### src/rtl/me_defs.svh
`ifndef ME_DEFS_SVH
`define ME_DEFS_SVH

// Block geometry
`define ME_EDGE 8 // Rows and columns of the current block

// Horizontal search range
`define ME_CANDIDATES 16 // Candidate k uses window columns k..k+7
`define ME_WIN_COLS 24 // Last column is loaded but never compared

// Input beat counts
`define ME_CUR_BEATS 16 // Four pixels per beat
`define ME_REF_BEATS 24 // Eight pixels per beat

`endif

### src/rtl/me_pkg.sv
package me_pkg;

`include "me_defs.svh"

    typedef logic [7:0] pixel_t; // One luma sample

    // Input beats, lowest byte holds the lowest column
    typedef logic [`ME_EDGE*`ME_EDGE*$bits(pixel_t)/`ME_CUR_BEATS-1:0] cur_beat_t;
    typedef logic [`ME_EDGE*`ME_WIN_COLS*$bits(pixel_t)/`ME_REF_BEATS-1:0] ref_beat_t;

    // Sum of one row of absolute differences
    typedef logic [$bits(pixel_t)+$clog2(`ME_EDGE)-1:0] psad_t;

    // Full candidate SAD, max 64 * 255
    typedef logic [$bits(pixel_t)+$clog2(`ME_EDGE*`ME_EDGE)-1:0] sad_t;

    typedef logic [$clog2(`ME_CANDIDATES)-1:0] cand_idx_t; // Horizontal offset

    typedef enum logic {
        scan_idle,
        scan_run
    } scan_state_t;

endpackage

### src/rtl/cur_buffer.sv
`include "me_defs.svh"

module cur_buffer (
    input  logic                                              clk,
    input  logic                                              rst,
    input  me_pkg::cur_beat_t                                 cur_in,
    input  logic                                              cur_valid,
    input  logic                                              blk_release,
    output logic                                              need_cur,
    output logic                                              full,
    output me_pkg::pixel_t [`ME_EDGE-1:0][`ME_EDGE-1:0]       cur_block
);

    localparam int PIX_W         = $bits(me_pkg::pixel_t);
    localparam int BEATS_PER_ROW = `ME_CUR_BEATS / `ME_EDGE; // Two beats per row
    localparam int PIX_PER_BEAT  = `ME_EDGE / BEATS_PER_ROW;
    localparam int CNT_W         = $clog2(`ME_CUR_BEATS);

    logic [CNT_W-1:0] beat_cnt;
    logic             take;

    assign need_cur = ~full;
    assign take     = cur_valid && need_cur; // Beats are dropped while full

    always_ff @(posedge clk or posedge rst) begin
        if (rst) begin
            beat_cnt <= '0;
            full     <= 1'b0;
        end else if (blk_release) begin
            beat_cnt <= '0; // Scan is done with this block
            full     <= 1'b0;
        end else if (take) begin
            if (beat_cnt == CNT_W'(`ME_CUR_BEATS - 1)) begin
                beat_cnt <= '0;
                full     <= 1'b1;
            end else begin
                beat_cnt <= beat_cnt + 1'b1;
            end
        end
    end

    // Beat n lands in row n/2, columns 4*(n%2) upward
    always_ff @(posedge clk) begin
        if (take) begin
            for (int p = 0; p < PIX_PER_BEAT; p++) begin
                cur_block[beat_cnt / BEATS_PER_ROW]
                         [(beat_cnt % BEATS_PER_ROW) * PIX_PER_BEAT + p]
                    <= cur_in[p*PIX_W +: PIX_W];
            end
        end
    end

endmodule

### config.mk
export PLATFORM = sky130hd
export DESIGN_NAME = cur_buffer
export DESIGN_NICKNAME = d
export VERILOG_FILES = /design/src/rtl/me_pkg.sv /design/src/rtl/cur_buffer.sv
export VERILOG_INCLUDE_DIRS = /design/src /design/src/rtl
export SDC_FILE = /design/constraint.sdc
export NUM_CORES = 1
export LEC_CHECK = 0
export BUFFER_PORTS_ARGS = -buffer_cell sky130_fd_sc_hd__buf_2
export CAP_MARGIN = 30
export CORE_AREA = 2 2 211 213
export DETAILED_ROUTE_END_ITERATION = 7
export DIE_AREA = 0 0 213 215
export SLEW_MARGIN = 30
export SYNTH_ARGS = -nofsm -noshare
export SYNTH_HDL_FRONTEND = slang
export SYNTH_SLANG_ARGS = --single-unit
### constraint.sdc
create_clock -name clk -period 5.4 [get_ports clk]
set_input_delay 1.62 -clock clk [delete_from_list [all_inputs] [get_ports clk]]
set_output_delay 1.62 -clock clk [all_outputs]
set_load 0.01 [all_outputs]
==> summary.md <==
| Metric | Value |
|---|---|
| Largest net degree at the start of global routing | 33 |
| Initial antenna violation count | 0 |
| Hold Path Depth | 2 |
| Syn_area_per_cell | around 23 µm² |
| FFs w/ async S/R, synth | 0.009671 |
| Final WS setup | 2.272 ns |
| Max-slew violation count | 0 |
| Layout Area Growth over Synthesis | 32.29% |
| Post-Place Setup Slack | 1.642 ns |
| Core Rows | slightly below 80 |
| Placed instance count | 1871 |
| Ys flop type | edfxtp_1 |
| Vias | around 9200 |
| Vias per cell | around 4.7 |
| Global-route wire length before repair | 65930 µm |
| Chip Height | 215 µm |
| Final setup viols | 0 |
| Gp weighted congestion | 0.7920 |
| I/O pin count | between 500 and 600 |
| Non-Filler Instances | 1964 |
| Worst vdd ir | 0.2721 mV |
| YS warnings | 0 |
| Slew margin rel. | 0.4659 |
| CTS sink cnt | 517 |
| Yosys reg bits | 517 |
| Pwr Total | 8.213 mW |
| Hold Startpoint | full |
| Synth Area in Adders | 0.0007462 |
| PortBufs | roughly 550 |
| Synth cell types | 29 |
| Worst Clk Skew | 0.02029 ns |
| Final wirelength | 48320 µm |
| Post-Synth XOR/XNOR Area | 0.0005223 |
| Final #Nets | 1370 |
| Share of post-route cells with drive strength above 1 | 0.4934 |
| Antenna cell count | 0 |
| Drt pass-1 iters | 5 |
| Post-Layout Inst Area | 0.02218 mm² |
| Synthesized area | 0.01677 mm² |
| Filler instances | 3636 |
| Grt ovf | 0 |
| Multiplexer share of the synthesized area | 0.0005969 |
| Skew-Pair Late Insertion Delay | 0.59 ns |
| Vias in the first global route | roughly 9100 |
| Die width | 213 µm |
| Post-DP Area | 0.02051 mm² |
| Synth Instances | approximately 720 |
| Final Util | 0.5083 |
| WHS Endpoint | full |
| Reg-to-Reg Start | beat_cnt[3] |
| Post_cts resized | 0 |
| Hpwl dp | ~33000 µm |
| Minimum clock period after layout | ~3.1 ns |
| Worst EP arrival | 3.40 ns |
| Multi-input logic area | between 0.001 and 0.0015 mm² |
| CP required | 5.67 ns |
| CTS clk-pin slew, worst paths | approximately 0.06 ns |
| Clk buf depth | 3 |
| Core footprint | 0.04364 mm² |
| Residual DRC | 0 |
| Post-synthesis sequential area ratio | 0.9243 |
| Worst setup EP type | flip-flop |
| TritonCTS Buffers | 52 |
| PD cells | 370.2 mW/mm² |
| Largest family of logic cells by synthesized area | simple AND/OR/NAND/NOR gates |
| CTS root buf | clkbuf_16 |
| Top-area cell type share of the netlist area | 0.9169 |
| Sequential cell area | 0.01550 mm² |
| H-Tree Depth | 2 |
| Reg2Reg Depth | 3 |
| Worst min path class | reg2reg |
| Peak Freq | between 0.3 and 0.4 GHz |
| Antenna viol nets, final | 0 |
| Measured slew at the worst slew-check pin | 0.7968 ns |
| Reg-to-Reg End | cur_block[334] |
| CTS tree | yes |
| Max_cap viols | 0 |
| Post-CTS setup buffer count | 0 |
| Post-Synth Simple-Gate Area | 0.06581 |
| Iter 0 DRT Violations | 771 |
| Tcrit/Tclk final | 0.5793 |
| Crit Path Category | in2reg |
| Crit path max fanout | 26 |
| RSZ-0062 raised after global routing | false |
| Final Hold Violating Endpoints | 0 |
| WL/cell | approximately 25 µm |
| Cts hold-fix bufs | 0 |
| Leak Pwr | 8.414 nW |
| Die area | 0.04580 mm² |
| GRT Total Usage | 0.2064 |
| EDFF count, synth | 512 |
| Post-synthesis compound-gate area fraction | 0.001642 |
| Critical Path Source Type | input pin |
| Status | finished clean |
| Post-Synthesis Net Count | 758 |
| Synth top area cells | edfxtp_1 (92%), and2_1 (4.8%), dfrtp_1 (0.75%), nor3_2 (0.30%), nor3_1 (0.24%) |
| Initial Utilization | 0.3842 |
| R2R Setup Slk | 2.84 ns |
| Area leader, netlist | edfxtp_1 |
worst max-delay path, cell delays in order:
cell and delay, ns:
buf_2 0.12, nand2b_1 0.33, buf_4 0.34, nor3_2 0.68, buf_12 0.29
metal layers:
layer,vias up,global-route usage,wire length [µm]
met2,492,0.3396,23890
met1,4684,0.2631,18840
met5,-,0,0
met3,74,0.05831,4172
li1,3992,-,-
met4,0,0.06946,1421
area by class of cell:
class / count / share of cell area
timing repair buffer: 576 / 0.1345
inverter: 4 / 0.0007896
sequential: 517 / 0.6987
clock buffer: 65 / 0.06086
tap: 592 / 0.03339
multi-input combinational: 182 / 0.05702
clock inverter: 28 / 0.01478
state kept, by name, summed over array words and instances, names as in the netlist:
signal / flops
cur_block: 512
beat_cnt: 4
full: 1
power breakdown:
part	internal (mW)	switching, mW	total [mW]	leakage (nW)
clock network	2.07	1.48	3.56	0.820
logic	0.0503	0.149	0.199	2.85
registers	4.44	0.0162	4.46	4.75
total	6.56	1.65	8.21	8.41
placed cells by master (no fill, tap or decap), drive strengths merged, types with 3 or more instances in the layout:
master and count:
buf 576, edfxtp 512, and2 128, clkbuf 65, clkinv 16, nor3 14
nor2 11, inv 9, nor4 7, bufinv 6, nand2b 5, dfrtp 5
a21oi 4, nand2 3
metrics by stage:
step           hold slack (ns)  TNS (ns)
2_1_floorplan           0.5620    -4.531
3_3_place_gp            0.5318         0
3_5_place_dp            0.5401         0
4_1_cts                 0.5558         0
5_1_grt                 0.5716         0
6_report                0.5616         0
kinds of logic (layout without fill, tap and decap cells):
group / after synthesis / in the layout
DFF: 517 / 517
and+or+nand+nor: 174 / 174
buffers and inverters: 22 / 673
AOI/OAI and AO/OA: 5 / 5
adders and majority gates: 1 / 1
xor gates and xnor gates: 1 / 1
muxes: 1 / 1
worst max path at each step:
stage                     slack, ns  depth (start not counted)      start              to
after global routing           2.17                          5  cur_valid  cur_block[347]
final                          2.27                          5  cur_valid  cur_block[334]
after floorplan               -0.04                          3  cur_valid  cur_block[128]
after CTS                      2.27                          5  cur_valid  cur_block[327]
after detailed placement       1.64                          5  cur_valid  cur_block[346]
after global placement         1.64                          4  cur_valid   cur_block[22]
cell usage after synthesis (2+ instances only):
master,number
nor3_2,5
and2_1,128
a21oi_1,4
nor3_1,8
buf_2,7
clkbuf_1,8
nor2_1,8
nor2_2,3
buf_4,2
nor4_1,6
nand2b_1,5
nand2_2,2
edfxtp_1,512
dfrtp_1,5
inv_1,4
No activity file was read; power rests on OpenSTA's default activity.
