### src/rtl/me_defs.svh
`ifndef ME_DEFS_SVH
`define ME_DEFS_SVH

// Block geometry
`define ME_EDGE 8 // Rows and columns of the current block

// Horizontal search range
`define ME_CANDIDATES 16 // Candidate k uses window columns k..k+7
`define ME_WIN_COLS 24 // Last column is loaded but never compared

// Input beat counts
`define ME_CUR_BEATS 16 // Four pixels per beat
`define ME_REF_BEATS 24 // Eight pixels per beat

`endif

### src/rtl/me_pkg.sv
package me_pkg;

`include "me_defs.svh"

    typedef logic [7:0] pixel_t; // One luma sample

    // Input beats, lowest byte holds the lowest column
    typedef logic [`ME_EDGE*`ME_EDGE*$bits(pixel_t)/`ME_CUR_BEATS-1:0] cur_beat_t;
    typedef logic [`ME_EDGE*`ME_WIN_COLS*$bits(pixel_t)/`ME_REF_BEATS-1:0] ref_beat_t;

    // Sum of one row of absolute differences
    typedef logic [$bits(pixel_t)+$clog2(`ME_EDGE)-1:0] psad_t;

    // Full candidate SAD, max 64 * 255
    typedef logic [$bits(pixel_t)+$clog2(`ME_EDGE*`ME_EDGE)-1:0] sad_t;

    typedef logic [$clog2(`ME_CANDIDATES)-1:0] cand_idx_t; // Horizontal offset

    typedef enum logic {
        scan_idle,
        scan_run
    } scan_state_t;

endpackage

### src/rtl/me_ifs.sv
`include "me_defs.svh"


// Complete candidate SAD, sad_adder to min_select
interface sad_if;
    logic              valid;
    me_pkg::cand_idx_t index;
    logic              last;
    me_pkg::sad_t      sad;

    modport src (output valid, output index, output last, output sad);
    modport dst (input valid, input index, input last, input sad);
endinterface

### src/rtl/min_select.sv
module min_select (
    input  logic              clk,
    input  logic              rst,
    sad_if.dst                sad_i,
    output logic              result_valid,
    output me_pkg::sad_t      msad,
    output me_pkg::cand_idx_t mv_index
);

    me_pkg::sad_t      min_sad; // Best so far in this block
    me_pkg::cand_idx_t min_idx;
    logic              take_new;
    me_pkg::sad_t      best_sad;
    me_pkg::cand_idx_t best_idx;

    // Strictly smaller only, so the lower index keeps a tie
    assign take_new = (sad_i.index == '0) || (sad_i.sad < min_sad);
    assign best_sad = take_new ? sad_i.sad : min_sad;
    assign best_idx = take_new ? sad_i.index : min_idx;

    always_ff @(posedge clk) begin
        if (sad_i.valid) begin
            min_sad <= best_sad;
            min_idx <= best_idx;
        end
        if (sad_i.valid && sad_i.last) begin
            msad     <= best_sad; // Includes candidate 15 itself
            mv_index <= best_idx;
        end
    end

    always_ff @(posedge clk or posedge rst) begin
        if (rst) begin
            result_valid <= 1'b0;
        end else begin
            result_valid <= sad_i.valid && sad_i.last;
        end
    end

endmodule

### src/flat_wrapper.sv
// flat-port wrapper written by rule: the top's interface ports become plain ports
module min_select_flat 
  (clk, rst, result_valid, msad, mv_index, sad_i_valid, sad_i_index, sad_i_last, sad_i_sad);
  sad_if sad_i_i ();
  input  logic clk;
  input  logic rst;
  output logic result_valid;
  output me_pkg::sad_t msad;
  output me_pkg::cand_idx_t mv_index;
  input wire logic [$bits(sad_i_i.valid)-1:0] sad_i_valid;
  input wire logic [$bits(sad_i_i.index)-1:0] sad_i_index;
  input wire logic [$bits(sad_i_i.last)-1:0] sad_i_last;
  input wire logic [$bits(sad_i_i.sad)-1:0] sad_i_sad;
  assign sad_i_i.valid = sad_i_valid;
  assign sad_i_i.index = sad_i_index;
  assign sad_i_i.last = sad_i_last;
  assign sad_i_i.sad = sad_i_sad;
  min_select u_core (.clk(clk), .rst(rst), .sad_i(sad_i_i), .result_valid(result_valid), .msad(msad), .mv_index(mv_index));
endmodule
### config.mk
export PLATFORM = sky130hd
export DESIGN_NAME = min_select_flat
export DESIGN_NICKNAME = d
export VERILOG_FILES = /design/src/rtl/me_pkg.sv /design/src/rtl/me_ifs.sv /design/src/rtl/min_select.sv /design/src/flat_wrapper.sv
export VERILOG_INCLUDE_DIRS = /design/src /design/src/rtl
export SDC_FILE = /design/constraint.sdc
export NUM_CORES = 1
export LEC_CHECK = 0
export ABC_AREA = 1
export BUFFER_PORTS_ARGS = -buffer_cell sky130_fd_sc_hd__clkbuf_2
export CAP_MARGIN = 15
export CORE_MARGIN = 2
export CORE_UTILIZATION = 55
export CTS_CLUSTER_DIAMETER = 150
export DETAILED_ROUTE_END_ITERATION = 8
export GPL_ROUTABILITY_DRIVEN = 1
export PLACE_DENSITY = 0.92
export SYNTH_ARGS = -nofsm -noshare
export SYNTH_HDL_FRONTEND = slang
export SYNTH_SLANG_ARGS = --single-unit
### constraint.sdc
create_clock -name clk -period 5.25 [get_ports clk]
set_input_delay 0.2625 -clock clk [delete_from_list [all_inputs] [get_ports clk]]
set_output_delay 0.2625 -clock clk [all_outputs]
set_load 0.005 [all_outputs]
==> impl_results.md <==
* Worst path cell trace: inv_1 -> ha_1 -> nand2_1 -> nor2_2 -> nand2_1 -> nor2_1 -> nand2_1 -> nand2_4 -> nand2_4 -> nand2_1 -> nand2_1
* Xor/xnor share of the synthesized area at 0
* Detailed router's first-iteration violation count at 50
* Hold Path Origin: sad_i_sad[9]
* Die W at 60.80 um
* CP top delay family: simple AND/OR/NAND/NOR gates
* Ys Warns at 0
* Final hold vios at 0
* Most frequent CP cell: nand2_1
* Slew Viols, Final at 0
* Vias at roughly 1,300
* Hold Path Stages at 3
* WL/cell at ~12 um
* CP startpoint kind: flip-flop
* Area Overhead vs Synth at 16.57%
* Slowest-stage cell, CP: edfxtp_1
* Syn_area_per_cell at 10.50 um^2
* # clock sinks at 37
* Mapped Nets at 204
* Crit path time final at just under 2 ns
* Fmax at 0.5076 GHz
* DRC at 0
* Largest stage delay on the critical path at 0.37 ns
* Clock Power Share at 0.200
* Buffers & Inverters on Critical Path at 1
* H-tree levels at 2
* Ports at 41
* PwrDens at 333.2 nW/um^2
* CP arrival at 2.06 ns
* Share of power burned in registers at 0.578
* Largest net degree at the start of global routing at 20
* Drt total wl at 3.113 mm
* Logic pwr share at 0.222
* Path depth of the worst reg2reg path at 11
* Final setup violation count at 0
* CP max FO at 19
* Die area at 3696 um^2
* CTS Buf Count at 5
* Setup TNS at 0 ns
* Worst Setup End Kind: flip-flop
* Core area at a little over 3000 um^2
* Initial cell density of the core at 0.5811
* FF-to-FF End: u_core.min_idx[1]$_DFFE_PP_
* Post-CTS sizing at 0
* Final instance area at 2068 um^2
* Die extent in y at 60.80 um
* CTS Hold Bufs at 1
* Slew HR at 0.5147
* Distinct cell type count of the synthesized netlist at 14
* Gp weighted congestion at 0.7610
* Outcome: completed
* Share of post-route cells with drive strength above 1 at 0.2372
* Post-Synth Adder-Cell Area at 0.09168
* Worst vdd ir at 202.1 uV
* Max cap viols at 0
* Layout Skew at around 0.013 ns
* Largest family of logic cells by synthesized area: simple AND/OR/NAND/NOR gates
* Post-CTS Setup Inserts at 0
* Num rows at 20
* CTS tree: built
* First-pass GRT wire length at 4.981 mm
* Critical R2R Launch: u_core.min_sad[13]$_DFFE_PP_
* GRT Overall Usage at 0.1879
* Port bufs at 40
* Bufs on Longest Clock Path at 2
* CTS Root Cell: clkbuf_4
* Final period utilization at 0.3753
* Initial DRT Pass Iterations at 4
* Leakage power at 0.001030 uW
* P_int at 489.0 uW
* Worst-Margin Slew at approximately 0.73 ns
* Post-synthesis cell count at about 170
* Simple-Gate Fraction of Synth Area at 0.2130
* RSZ-0062 raised after global routing: no
* Clock Latency Late Sink at 0.34 ns
* Grt ovf at 0
* CP required at 5.34 ns
* Min-Delay Endpoint: u_core.min_sad[9]$_DFFE_PP_
* Mapped Area at 1774 um^2
* R2r setup slk at roughly 3.3 ns
* Flops & latches, synth at 37
* Initial antenna violation count at 0
* Worst min-delay path category: in -> reg
* Vias in the first global route at 1,179
* Post-synthesis sequential area ratio at 0.6234
* Pwr Total at 689.2 uW
* Post-synthesis compound-gate area fraction at 0.008463
* Final nets at 249
* Sw Share at 0.2904
* Hpwl dp at 2.204 mm
* Final ANT Viol Nets at 0
* DP Area at approximately 2000 um^2
* CP Class: reg -> reg
* NetSw at 200.1 uW
* Mux cell area share after synthesis at 0
* Number of diodes at 0
* Via density at a little under 5
* Clock slew at reported path FFs at 0.11 ns
synth_stat cells (all sizes together):
cell type / instances / area share
ha: 13 / 0.092
nand3: 19 / 0.054
edfxtp: 36 / 0.61
clkbuf: 1 / 0.0021
nand2: 63 / 0.14
a21oi: 3 / 0.0085
nor2: 7 / 0.016
buf: 2 / 0.011
dfrtp: 1 / 0.014
inv: 24 / 0.051
power groups by stage:
stage                     combinational [uW]  clock [uW]  sequential [uW]
after floorplan                          108           0              401
after global placement                   145           0              402
after detailed placement                 153           0              404
after CTS                                154         140              398
after global routing                     178         152              401
final                                    153         138              398
worst max-delay path by stage:
stage                                   end  cells after the start                          from
3_3_place_gp      u_core.msad[13]$_DFFE_PP_                     11                 sad_i_sad[13]
3_5_place_dp    u_core.min_idx[1]$_DFFE_PP_                     11                 sad_i_sad[13]
2_1_floorplan  u_core.min_sad[10]$_DFFE_PP_                     12  u_core.min_sad[13]$_DFFE_PP_
4_1_cts         u_core.min_idx[1]$_DFFE_PP_                     11  u_core.min_sad[13]$_DFFE_PP_
6_report        u_core.min_idx[1]$_DFFE_PP_                     11  u_core.min_sad[13]$_DFFE_PP_
5_1_grt            u_core.msad[0]$_DFFE_PP_                     11  u_core.min_sad[13]$_DFFE_PP_
logic make-up (layout without fill, tap and decap cells):
kind of cell	count (synthesis)	count (layout)
AND/OR/NAND/NOR	89	89
flip-flops	37	37
buffers and inverters	27	73
adder cells (fa/ha/maj)	13	13
AO/OA/AOI/OAI	3	3
layout by cell type (no fill, tap or decap):
cell type,Yosys,layout
clkbuf_2,0,40
nand2_2,1,1
nor2_1,6,6
nand2_4,2,2
nor2_2,1,1
inv_1,24,24
dlygate4sd3_1,0,1
nand3_1,19,19
ha_1,13,13
clkinv_2,0,2
a21oi_1,3,3
edfxtp_1,36,36
clkbuf_1,1,1
clkbuf_4,0,5
dfrtp_1,1,1
nand2_1,60,60
metrics by stage:
step                worst slack (ns)  cells  hold slack, ns    util
floorplan                      3.533    169       -0.008786       -
global placement               3.398    250         0.07697  0.6574
detailed placement             3.314    250         0.08567  0.6574
CTS                            3.299    259          0.2307  0.6775
global route                   3.076    259          0.2242  0.6775
finish                         3.280    259          0.2307  0.6775
cell type report:
cell class	instances	area, um^2
multi-input combinational	105	555.5
fill	254	984.7
inverter	24	90.09
tap	44	55.05
sequential	37	1106
timing repair buffer	41	210.2
clock inverter	2	10.01
clock buffer	6	41.29
per-layer routing:
layer,track usage,up-vias,wire length (um)
li1,-,645,-
met1,0.2436,580,1380
met2,0.3072,39,1527
met3,0.05117,5,170
met4,0.06522,0,36
met5,0,-,0
state kept, by name (all words and copies together) (netlist names):
signal and flops:
u_core.min_idx 4, u_core.min_sad 14, u_core.msad 14, u_core.mv_index 4, u_core.result_valid 1
worst min-delay path: cells and delay by family:
kind / cells / cell delay (ns)
buffers and inverters: 1 / 0.09
AND/OR/NAND/NOR: 2 / 0.11
Power figures use the tool's default switching activity.
