<file path="config.mk">
export PLATFORM = sky130hd
export DESIGN_NAME = sad_adder_flat
export DESIGN_NICKNAME = d
export VERILOG_FILES = /design/src/rtl/me_pkg.sv /design/src/rtl/me_ifs.sv /design/src/rtl/sad_adder.sv /design/src/flat_wrapper.sv
export VERILOG_INCLUDE_DIRS = /design/src /design/src/rtl
export SDC_FILE = /design/constraint.sdc
export NUM_CORES = 1
export LEC_CHECK = 0
export BUFFER_PORTS_ARGS = -buffer_cell sky130_fd_sc_hd__buf_2
export CAP_MARGIN = 20
export CORE_MARGIN = 5
export CORE_UTILIZATION = 45
export CTS_CLUSTER_DIAMETER = 40
export CTS_CLUSTER_SIZE = 24
export DETAILED_ROUTE_END_ITERATION = 10
export PLACE_DENSITY = 0.89
export SLEW_MARGIN = 20
export SYNTH_ARGS = -nofsm -noshare
export SYNTH_HDL_FRONTEND = slang
export SYNTH_SLANG_ARGS = --single-unit
</file>
<file path="constraint.sdc">
create_clock -name clk -period 0.8 [get_ports clk]
set_input_delay 0.04 -clock clk [delete_from_list [all_inputs] [get_ports clk]]
set_output_delay 0.04 -clock clk [all_outputs]
set_load 0.005 [all_outputs]
</file>
<file path="src/rtl/me_defs.svh">
`ifndef ME_DEFS_SVH
`define ME_DEFS_SVH

// Block geometry
`define ME_EDGE 8 // Rows and columns of the current block

// Horizontal search range
`define ME_CANDIDATES 16 // Candidate k uses window columns k..k+7
`define ME_WIN_COLS 24 // Last column is loaded but never compared

// Input beat counts
`define ME_CUR_BEATS 16 // Four pixels per beat
`define ME_REF_BEATS 24 // Eight pixels per beat

`endif

</file>
<file path="src/rtl/me_pkg.sv">
package me_pkg;

`include "me_defs.svh"

    typedef logic [7:0] pixel_t; // One luma sample

    // Input beats, lowest byte holds the lowest column
    typedef logic [`ME_EDGE*`ME_EDGE*$bits(pixel_t)/`ME_CUR_BEATS-1:0] cur_beat_t;
    typedef logic [`ME_EDGE*`ME_WIN_COLS*$bits(pixel_t)/`ME_REF_BEATS-1:0] ref_beat_t;

    // Sum of one row of absolute differences
    typedef logic [$bits(pixel_t)+$clog2(`ME_EDGE)-1:0] psad_t;

    // Full candidate SAD, max 64 * 255
    typedef logic [$bits(pixel_t)+$clog2(`ME_EDGE*`ME_EDGE)-1:0] sad_t;

    typedef logic [$clog2(`ME_CANDIDATES)-1:0] cand_idx_t; // Horizontal offset

    typedef enum logic {
        scan_idle,
        scan_run
    } scan_state_t;

endpackage

</file>
<file path="src/rtl/me_ifs.sv">
`include "me_defs.svh"

// Row partial sums of one candidate, sad_array to sad_adder
interface psad_if;
    logic                                 valid;
    me_pkg::cand_idx_t                    index;
    logic                                 last; // Final candidate of the block
    me_pkg::psad_t     [`ME_EDGE-1:0]     psad; // One entry per block row

    modport src (
        output valid,
        output index,
        output last,
        output psad
    );

    modport dst (
        input valid,
        input index,
        input last,
        input psad
    );
endinterface

// Complete candidate SAD, sad_adder to min_select
interface sad_if;
    logic              valid;
    me_pkg::cand_idx_t index;
    logic              last;
    me_pkg::sad_t      sad;

    modport src (output valid, output index, output last, output sad);
    modport dst (input valid, input index, input last, input sad);
endinterface

</file>
<file path="src/rtl/sad_adder.sv">
`include "me_defs.svh"

module sad_adder (
    input  logic clk,
    input  logic rst,
    psad_if.dst  psad_i,
    sad_if.src   sad_o
);

    me_pkg::sad_t total;

    // Zero extend each row sum before adding
    always_comb begin
        total = '0;
        for (int r = 0; r < `ME_EDGE; r++) begin
            total = total + me_pkg::sad_t'(psad_i.psad[r]);
        end
    end

    always_ff @(posedge clk or posedge rst) begin
        if (rst) begin
            sad_o.valid <= 1'b0;
            sad_o.last  <= 1'b0;
        end else begin
            sad_o.valid <= psad_i.valid;
            sad_o.last  <= psad_i.valid && psad_i.last;
        end
    end

    always_ff @(posedge clk) begin
        sad_o.index <= psad_i.index;
        sad_o.sad   <= total;
    end

endmodule

</file>
<file path="src/flat_wrapper.sv">
// flat-port wrapper written by rule: the top's interface ports become plain ports
module sad_adder_flat 
  (clk, rst, psad_i_valid, psad_i_index, psad_i_last, psad_i_psad, sad_o_valid, sad_o_index, sad_o_last, sad_o_sad);
  psad_if psad_i_i ();
  sad_if sad_o_i ();
  input  logic clk;
  input  logic rst;
  input wire logic [$bits(psad_i_i.valid)-1:0] psad_i_valid;
  input wire logic [$bits(psad_i_i.index)-1:0] psad_i_index;
  input wire logic [$bits(psad_i_i.last)-1:0] psad_i_last;
  input wire logic [$bits(psad_i_i.psad)-1:0] psad_i_psad;
  output wire logic [$bits(sad_o_i.valid)-1:0] sad_o_valid;
  output wire logic [$bits(sad_o_i.index)-1:0] sad_o_index;
  output wire logic [$bits(sad_o_i.last)-1:0] sad_o_last;
  output wire logic [$bits(sad_o_i.sad)-1:0] sad_o_sad;
  assign psad_i_i.valid = psad_i_valid;
  assign psad_i_i.index = psad_i_index;
  assign psad_i_i.last = psad_i_last;
  assign psad_i_i.psad = psad_i_psad;
  assign sad_o_valid = sad_o_i.valid;
  assign sad_o_index = sad_o_i.index;
  assign sad_o_last = sad_o_i.last;
  assign sad_o_sad = sad_o_i.sad;
  sad_adder u_core (.clk(clk), .rst(rst), .psad_i(psad_i_i), .sad_o(sad_o_i));
endmodule
</file>
==> out/results.ini, run 1 <==
[timing]
whs_ns=0.0317
max_slew_margin_pct=78.4
fmax_mhz=240
setup_violations=14
hold_viol=0
min_period_over_period_pct=521
tightestPinTransition_ns=0.320
rsz0062_at_grt=yes
drv_slew=0
setup_slack_ns=-3.37
fin_crit_ns=4.17

[power]
p_leak_nw=2.34
clkPwrFrac_pct=3.6
power_frac_seq_pct=6.3
p_per_area_nw_per_um2=5990
p_switching_mw=11.9
ir_drop_v=0.00568
pwr-share-comb_pct=90.1
swShare_pct=43.3
intPower_mw=15.6

[place]
port_buffers=115
detailedPlace.worstSlack_ns=-3.74
hpwlAfterDp_um=6390
gp_congestion=0.863

[layout]
fill_cells=455
antennaDiodeCount=0
synthToLayoutAreaGrowth_pct=56.8
finalNetCount=663
utilization_pct=72.5
drive_gt1_share_pct=49.5

[drt]
drcViolationCount=0
wirelength_um=7530
dr.pass1.iters=4
wire_per_inst_um=13.4
vias=2691
detail-route-antenna-nets=0
vias_per_cell=4.81
drt_iter0_drc=40

[status]
status=finished, violations left
violations=setup timing

[floorplanning]
initial_core_util_pct=46.2
row_count=29
die_area_sq_um=8230
die_w_um=90.7
die_h_um=90.7
ios=116
core_area_sq_um=6350

[global_routing]
grt_pass1_wl_um=12800
antenna_found_initial=0
grt_usage_pct=18.3
grt_max_degree=13
gr-total-overflow=0
grt_pass1_vias=3054

[clock_tree]
clock_path_buffers=2
root_buffer=clkbuf_8
tritoncts=yes
path_clk_slew_ns=0.07
numCtsBuffers=3
cts_sinks=20
cts_max_level=1

[yosys]
syn_area_per_cell_sq_um=9.43
yosys-top-cells-count=95 x inv_1, 54 x fa_1, 29 x ha_1, 18 x dfxtp_1
post-synth-top-count-cell=inv_1
ys_seq_elements=20
synth_edf_count=0
synthArstFlopShare_pct=10.0
synth_nets=490
ys_seq_area_share_pct=14.0
synth_top_area_share_pct=36.8
ys.flop_type=dfxtp_1
ys_types=39
yosys_warnings=0
synth_top_area_cell=fa_1
syn_inst=311
netlist_top_cells_area=fa_1 37%, ha_1 12%, dfxtp_1 12%
syn_area_sq_um=2930

[critical_path]
timing.critical_path.fanout_max=4
critPathSlowestCell=fa_1
start_kind=input pin
cp-end-kind=register
max_stage_delay_ns=0.51
cp.required_ns=0.93
setup.worst_path.class=input pin to register
worstSetupStartpoint=psad_i_psad[14]
crit_arrival_ns=4.29
cp-endpoint=u_core.sad_o.sad[13]$_DFF_P_
cp_cell_sequence=buf_6 -> ha_4 -> a21oi_2 -> nor2b_2 -> o31a_1 -> o2111a_1 -> a211o_1 -> fa_1 -> inv_1 -> fa_1 -> fa_1 -> fa_1 -> inv_2 -> ha_4 -> a211oi_2 -> nor4_1 -> a2111oi_2 -> o311ai_1
cp_common_cell=fa_1

[hold_path]
hp-start=psad_i_psad[77]
holdCritPathClass=input pin to register

[job]
cap_viol_max_count=0

-- timing repair --
| item | in CTS | in global routing |
|---|---|---|
| hold buffers | 7 | 0 |
| resized for setup | 25 | 28 |
| hold endpoints to repair | 9 | 0 |
| pin swaps | 16 | 31 |
| buffers inserted | 1 | 8 |
| setup endpoints to repair | 14 | 16 |
-- layout by cell type, fill, tap and decap left out, drive strengths merged, types with 2 or more instances in the layout --
master       count
fa              54
a21oi           17
a211oi           4
xor2             2
nor3             7
a31o             2
buf            161
inv             95
nor2b            5
xnor2           12
o311ai           2
dfxtp           18
ha              29
nor2            15
nand2b           3
o31a             2
o211ai           3
clkbuf           3
o21ai            8
or2              3
and3             2
nand2            8
a21o             3
o2111a           2
nor4             2
dfrtp            2
nand3            2
dlygate4sd3      7
-- layer usage --
metal,wire [um],vias to the layer above,track usage [%]
li1,-,1311,-
met1,2910,1273,20.9
met2,4060,99,35.2
met3,485,8,4.33
met4,68,0,1.86
met5,0,-,0
-- stage by stage --
step	total power, mW	cells	setup TNS [ns]	cell area (sq um)
2_1_floorplan	15.4	311	-39.01	3180
3_3_place_gp	20.8	541	-43.33	4140
3_5_place_dp	21.4	541	-44.19	4140
4_1_cts	24.0	553	-39.29	4400
5_1_grt	30.2	560	-41.51	4600
6_report	27.5	560	-39.82	4600
-- state kept, by name (all words and copies together) (netlist names) --
register	flops
u_core.sad_o.valid	1
u_core.sad_o.index	4
u_core.sad_o.sad	14
u_core.sad_o.last	1
-- final cells by class --
cell class | count | area, sq um | area share [%]
clock inverters | 1 | 30.0 | 0.653
clock buffers | 3 | 41.3 | 0.897
flip-flops and latches | 20 | 410 | 8.92
inverters | 95 | 357 | 7.75
well taps | 77 | 96.3 | 2.09
repair buffers | 168 | 1040 | 22.6
multi-input cells | 196 | 2630 | 57.1
-- power groups by stage --
stage | Sequential [mW] | Combinational, mW | Clock [mW]
3_5_place_dp | 1.74 | 19.7 | 0
2_1_floorplan | 1.79 | 13.6 | 0
5_1_grt | 1.77 | 27.4 | 1.06
3_3_place_gp | 1.73 | 19.0 | 0
4_1_cts | 1.72 | 21.3 | 1.01
6_report | 1.73 | 24.8 | 0.993
-- worst min-delay path by stage --
stage,to,slack [ns],depth (start not counted)
after floorplan,u_core.sad_o.last$_DFF_PP0_,-0.22,1
after global placement,u_core.sad_o.valid$_DFF_PP0_,-0.12,2
after detailed placement,u_core.sad_o.last$_DFF_PP0_,-0.11,2
after CTS,u_core.sad_o.sad[0]$_DFF_P_,-0.001,2
after global routing,u_core.sad_o.sad[0]$_DFF_P_,0.03,2
final,u_core.sad_o.sad[0]$_DFF_P_,0.03,2
-- cell families after synthesis --
kind of cell | count (synthesis) | share of synthesized area [%]
and+or+nand+nor | 49 | 8.10
adders and majority gates | 83 | 49.2
buffers and inverters | 95 | 12.2
DFF | 20 | 14.0
xor gates and xnor gates | 14 | 4.18
AOI/OAI and AO/OA | 50 | 12.4
-- critical path, delay by kind of cell --
family                     cells  cell delay, ns
AOI/OAI and AO/OA              7            1.55
adders and majority gates      6            2.38
buffers and inverters          3            0.20
and+or+nand+nor                2            0.14
Note: power is estimated with default switching activity, not from simulation.
==> run 2: changes to the inputs <==
--- a/config.mk
+++ b/config.mk
@@ -8,6 +8,7 @@
 export LEC_CHECK = 0
 export BUFFER_PORTS_ARGS = -buffer_cell sky130_fd_sc_hd__buf_2
 export CAP_MARGIN = 20
+export CORE_ASPECT_RATIO = 2
 export CORE_MARGIN = 5
 export CORE_UTILIZATION = 45
 export CTS_CLUSTER_DIAMETER = 40
==> out/results.ini, run 2 (same netlist as run 1, synthesis figures left out) <==
[layout]
antennaDiodeCount=0
layout_common_cells=112 x buf_2, 81 x inv_1, 49 x fa_1, 42 x buf_4, 18 x dfxtp_1
reg_top3=u_core.sad_o.sad x14, u_core.sad_o.index x4
regMostFlops=u_core.sad_o.sad
final_common_cell=buf_2
fin_cells=568
finalNetCount=662
largest_reg_flops=14
fill_cells=445
drive_gt1_share_pct=50.4
synthToLayoutAreaGrowth_pct=56.1

[drt]
dr.pass1.iters=4
vias_per_cell=4.90
detail-route-antenna-nets=0
drt_iter0_drc=65
wire_per_inst_um=14.2
vias=2784
drcViolationCount=0
wirelength_um=8060

[place]
dp.cells=550
port_buffers=115
hpwlAfterDp_um=6770
gp_congestion=0.843

[status]
violations=setup timing
status=finished, violations left

[job]
cap_viol_max_count=0

[floorplanning]
core_area_sq_um=6310
ios=116
initial_core_util_pct=46.5
die_area_sq_um=8330
die_w_um=67.1
row_count=41
die_h_um=124

[critical_path]
max_stage_delay_ns=0.58
critPathTopFamily=adder cells
cp-endpoint=u_core.sad_o.sad[10]$_DFF_P_
worst-path-stages=18
cp-end-kind=register
critPathSlowestCell=fa_2
cp.buffers_inverters=5
start_kind=input pin
worstSetupStartpoint=psad_i_psad[0]
cp_cell_sequence=buf_6 -> ha_4 -> fa_2 -> buf_4 -> buf_6 -> xor2_2 -> fa_1 -> inv_1 -> fa_1 -> fa_1 -> inv_2 -> fa_2 -> ha_4 -> a211oi_4 -> o211ai_1 -> a31o_1 -> a21oi_2 -> xnor2_1
setup.worst_path.class=input pin to register
timing.critical_path.fanout_max=2
crit_arrival_ns=4.46
cp_common_cell=fa_1
cp.required_ns=0.95

[timing]
min_period_over_period_pct=538
tightestPinTransition_ns=0.328
setup_slack_ns=-3.51
fin_crit_ns=4.31
hold_viol=0
whs_ns=0.0139
max_slew_margin_pct=77.8
setup_violations=14
drv_slew=0
fmax_mhz=232
rsz0062_at_grt=yes

[clock_tree]
cts_max_level=1
numCtsBuffers=3
cts_sinks=20
root_buffer=clkbuf_16
path_clk_slew_ns=0.05
tritoncts=yes
clock_path_buffers=2

[global_routing]
grt_usage_pct=19.7
grt_pass1_wl_um=12900
grt_pass1_vias=3224
antenna_found_initial=0
grt_max_degree=12
gr-total-overflow=0

[hold_path]
hp-start=psad_i_last
holdCritPathClass=input pin to register

==> run 2: cell types whose count changed in the layout (fill, tap and decap cells not counted), moves of 2 or more <==
cell and delta:
inv_2 +3, clkbuf_16 +3, inv_1 -3, buf_6 -3
clkbuf_8 -2, buf_4 +2
==> run 2: worst min path at each step <==
stage                                    to  slack, ns  cells past startpoint
6_report        u_core.sad_o.last$_DFF_PP0_       0.01                      2
5_1_grt         u_core.sad_o.last$_DFF_PP0_       0.02                      2
4_1_cts         u_core.sad_o.last$_DFF_PP0_       0.02                      2
3_5_place_dp   u_core.sad_o.valid$_DFF_PP0_      -0.11                      2
3_3_place_gp   u_core.sad_o.valid$_DFF_PP0_      -0.11                      2
2_1_floorplan   u_core.sad_o.last$_DFF_PP0_      -0.22                      1
==> run 2: what timing repair did <==
| action | CTS | global route |
|---|---|---|
| setup buffers | 2 | 6 |
| setup endpoints to repair | 14 | 14 |
| hold endpoints to repair | 7 | 0 |
| pin swaps | 20 | 17 |
| gates resized for setup | 29 | 22 |
| hold buffers | 6 | 0 |
==> run 2: cell type report <==
cell class | instances | area [sq um] | share of cell area [%]
Multi-Input combinational cell | 196 | 2600 | 56.8
Timing Repair Buffer | 167 | 1010 | 22.2
Sequential cell | 20 | 410 | 8.96
Inverter | 95 | 357 | 7.79
Tap cell | 86 | 108 | 2.35
Clock buffer | 4 | 88.8 | 1.94
==> run 2: per-layer routing <==
metal / wire length (um) / vias up / GRT usage, %
li1: - / 1307 / -
met1: 2400 / 1354 / 17.6
met2: 5090 / 107 / 43.3
met3: 401 / 16 / 1.44
met4: 165 / 0 / 5.34
met5: 0 / - / 0
==> run 2: metrics by stage <==
step / cell area [sq um] / setup slack [ns] / setup TNS, ns / utilization, %
after CTS: 4440 / -3.48 / -40.89 / 70.3
after floorplan: 3180 / -3.37 / -39.01 / -
after global routing: 4580 / -3.64 / -43.26 / 72.6
after detailed placement: 4150 / -3.81 / -45.24 / 65.8
after global placement: 4150 / -3.64 / -43.98 / 65.8
final: 4580 / -3.51 / -41.75 / 72.6
Power of run 2 is not shown: default switching activity piles up to over one toggle a cycle in this logic, so the estimate is an artifact.
==> run 3: changes to the inputs <==
--- a/config.mk
+++ b/config.mk
@@ -8,9 +8,11 @@
 export LEC_CHECK = 0
 export BUFFER_PORTS_ARGS = -buffer_cell sky130_fd_sc_hd__buf_2
 export CAP_MARGIN = 20
+export CELL_PAD_IN_SITES_DETAIL_PLACEMENT = 0
+export CELL_PAD_IN_SITES_GLOBAL_PLACEMENT = 1
 export CORE_ASPECT_RATIO = 2
 export CORE_MARGIN = 5
-export CORE_UTILIZATION = 45
+export CORE_UTILIZATION = 33
 export CTS_CLUSTER_DIAMETER = 40
 export CTS_CLUSTER_SIZE = 24
 export DETAILED_ROUTE_END_ITERATION = 10
==> out/results.ini, run 3 (same netlist as run 1, synthesis figures left out) <==
[status]
status=finished, violations left
violations=setup timing

[power]
ir_drop_v=0.00356
fin_total_pwr_mw=25.8
pwr-share-comb_pct=89.4
p_switching_mw=11.1
p_leak_nw=2.32
intPower_mw=14.7
swShare_pct=42.9
p_per_area_nw_per_um2=5670
clkPwrFrac_pct=3.9
power_frac_seq_pct=6.6

[timing]
fin_crit_ns=4.30
drv_slew=0
whs_ns=0.0197
min_period_over_period_pct=538
rsz0062_at_grt=yes
tightestPinTransition_ns=0.321
hold_viol=0
setup_violations=14
setup_slack_ns=-3.50
max_slew_margin_pct=78.3
fmax_mhz=232

[critical_path]
cp_common_cell=fa_1
timing.critical_path.fanout_max=4
critPathTopFamily=adder cells
crit_arrival_ns=4.49
cp.required_ns=0.99
max_stage_delay_ns=0.50
setup.worst_path.class=input pin to register
start_kind=input pin
cp_cell_sequence=buf_6 -> ha_4 -> a21oi_2 -> nor2b_2 -> o31a_1 -> o2111a_1 -> a211o_1 -> fa_1 -> inv_1 -> fa_1 -> fa_1 -> fa_1 -> inv_2 -> ha_4 -> buf_6 -> a21oi_2 -> nor2b_1 -> o21ai_1 -> o31a_1 -> and3_4
cp.buffers_inverters=4
critPathSlowestCell=fa_1
cp-end-kind=register

[hold_path]
hold_depth=2
holdCritPathClass=input pin to register
holdPathEnd=u_core.sad_o.sad[0]$_DFF_P_
hp-start=psad_i_psad[77]

[drt]
wire_per_inst_um=12.7
drt_iter0_drc=66
dr.pass1.iters=4
vias=2646
wirelength_um=7370
detail-route-antenna-nets=0
drcViolationCount=0
vias_per_cell=4.55

[clock_tree]
root_buffer=clkbuf_16
cts_sinks=20
numCtsBuffers=3
path_clk_slew_ns=0.05
tritoncts=yes
clock_path_buffers=2
cts_max_level=1

[floorplanning]
die_w_um=76.7
die_area_sq_um=11000
ios=116
core_area_sq_um=8650
row_count=48
initial_core_util_pct=33.9
die_h_um=143

[layout]
layout_common_cells=111 x buf_2, 84 x inv_1, 49 x fa_1, 39 x buf_4, 18 x dfxtp_1
seqCellArea_sq_um=410
final_cell_area_sq_um=4550
largest_reg_flops=14
fill_cells=779
multi_input_area_sq_um=2540
regMostFlops=u_core.sad_o.sad
final_common_cell=buf_2
drive_gt1_share_pct=47.7
finalNetCount=662
reg_top3=u_core.sad_o.sad x14, u_core.sad_o.index x4
antennaDiodeCount=0
utilization_pct=52.6
synthToLayoutAreaGrowth_pct=54.9

[global_routing]
gr-total-overflow=0
grt_pass1_wl_um=12500
antenna_found_initial=0
grt_usage_pct=13.6
grt_max_degree=12
grt_pass1_vias=2966

[place]
place_area_sq_um=4180
port_buffers=115
hpwlAfterDp_um=6670
gp_congestion=0.823

[job]
cap_viol_max_count=0

run 3: metal layers:
metal | global-route usage, % | share of wire, % | up-vias
met1 | 13.0 | 31 | 1238
met3 | 2.13 | 5.9 | 10
li1 | - | - | 1306
met2 | 29.4 | 62 | 92
met4 | 2.21 | 1.4 | 0
met5 | 0 | 0 | -
run 3: worst max path at each step:
stage                               start                            to  slack (ns)  cells after the start
after CTS                  psad_i_psad[1]  u_core.sad_o.sad[13]$_DFF_P_       -3.53                     18
after floorplan            psad_i_psad[3]  u_core.sad_o.sad[13]$_DFF_P_       -3.37                     17
after detailed placement   psad_i_psad[0]  u_core.sad_o.sad[13]$_DFF_P_       -3.83                     19
after global routing      psad_i_psad[14]  u_core.sad_o.sad[13]$_DFF_P_       -3.74                     18
final                     psad_i_psad[14]  u_core.sad_o.sad[11]$_DFF_P_       -3.50                     20
after global placement     psad_i_psad[0]  u_core.sad_o.sad[13]$_DFF_P_       -3.69                     19
run 3: per-stage QoR:
| stage | setup TNS (ns) | instances | worst slack, ns |
|---|---|---|---|
| floorplan | -39.01 | 311 | -3.37 |
| global placement | -44.18 | 566 | -3.69 |
| detailed placement | -44.99 | 566 | -3.83 |
| CTS | -40.92 | 580 | -3.53 |
| global route | -42.95 | 582 | -3.74 |
| finish | -40.87 | 582 | -3.50 |
run 3: power groups by stage:
stage                     clock (mW)  combinational, mW  sequential (mW)
after CTS                       1.04               21.4             1.71
after global routing            1.08               25.4             1.76
after floorplan                    0               13.6             1.79
after detailed placement           0               20.2             1.73
after global placement             0               19.8             1.72
final                           1.01               23.0             1.71
run 3: layout make-up:
class / instances / share of cell area (%)
tap: 100 / 2.75
sequential: 20 / 9.03
timing repair buffer: 167 / 22.7
multi-input combinational: 196 / 56.0
clock buffer: 4 / 1.73
inverter: 95 / 7.84
run 3: timing repair:
| item | CTS | global route |
|---|---|---|
| cloned | 0 | 0 |
| buffers inserted | 3 | 3 |
| endpoints found under the hold margin | 8 | 0 |
| hold buffers | 7 | 0 |
| pin swaps | 17 | 18 |
| endpoints found under the setup margin | 14 | 14 |
| gates resized for setup | 20 | 21 |
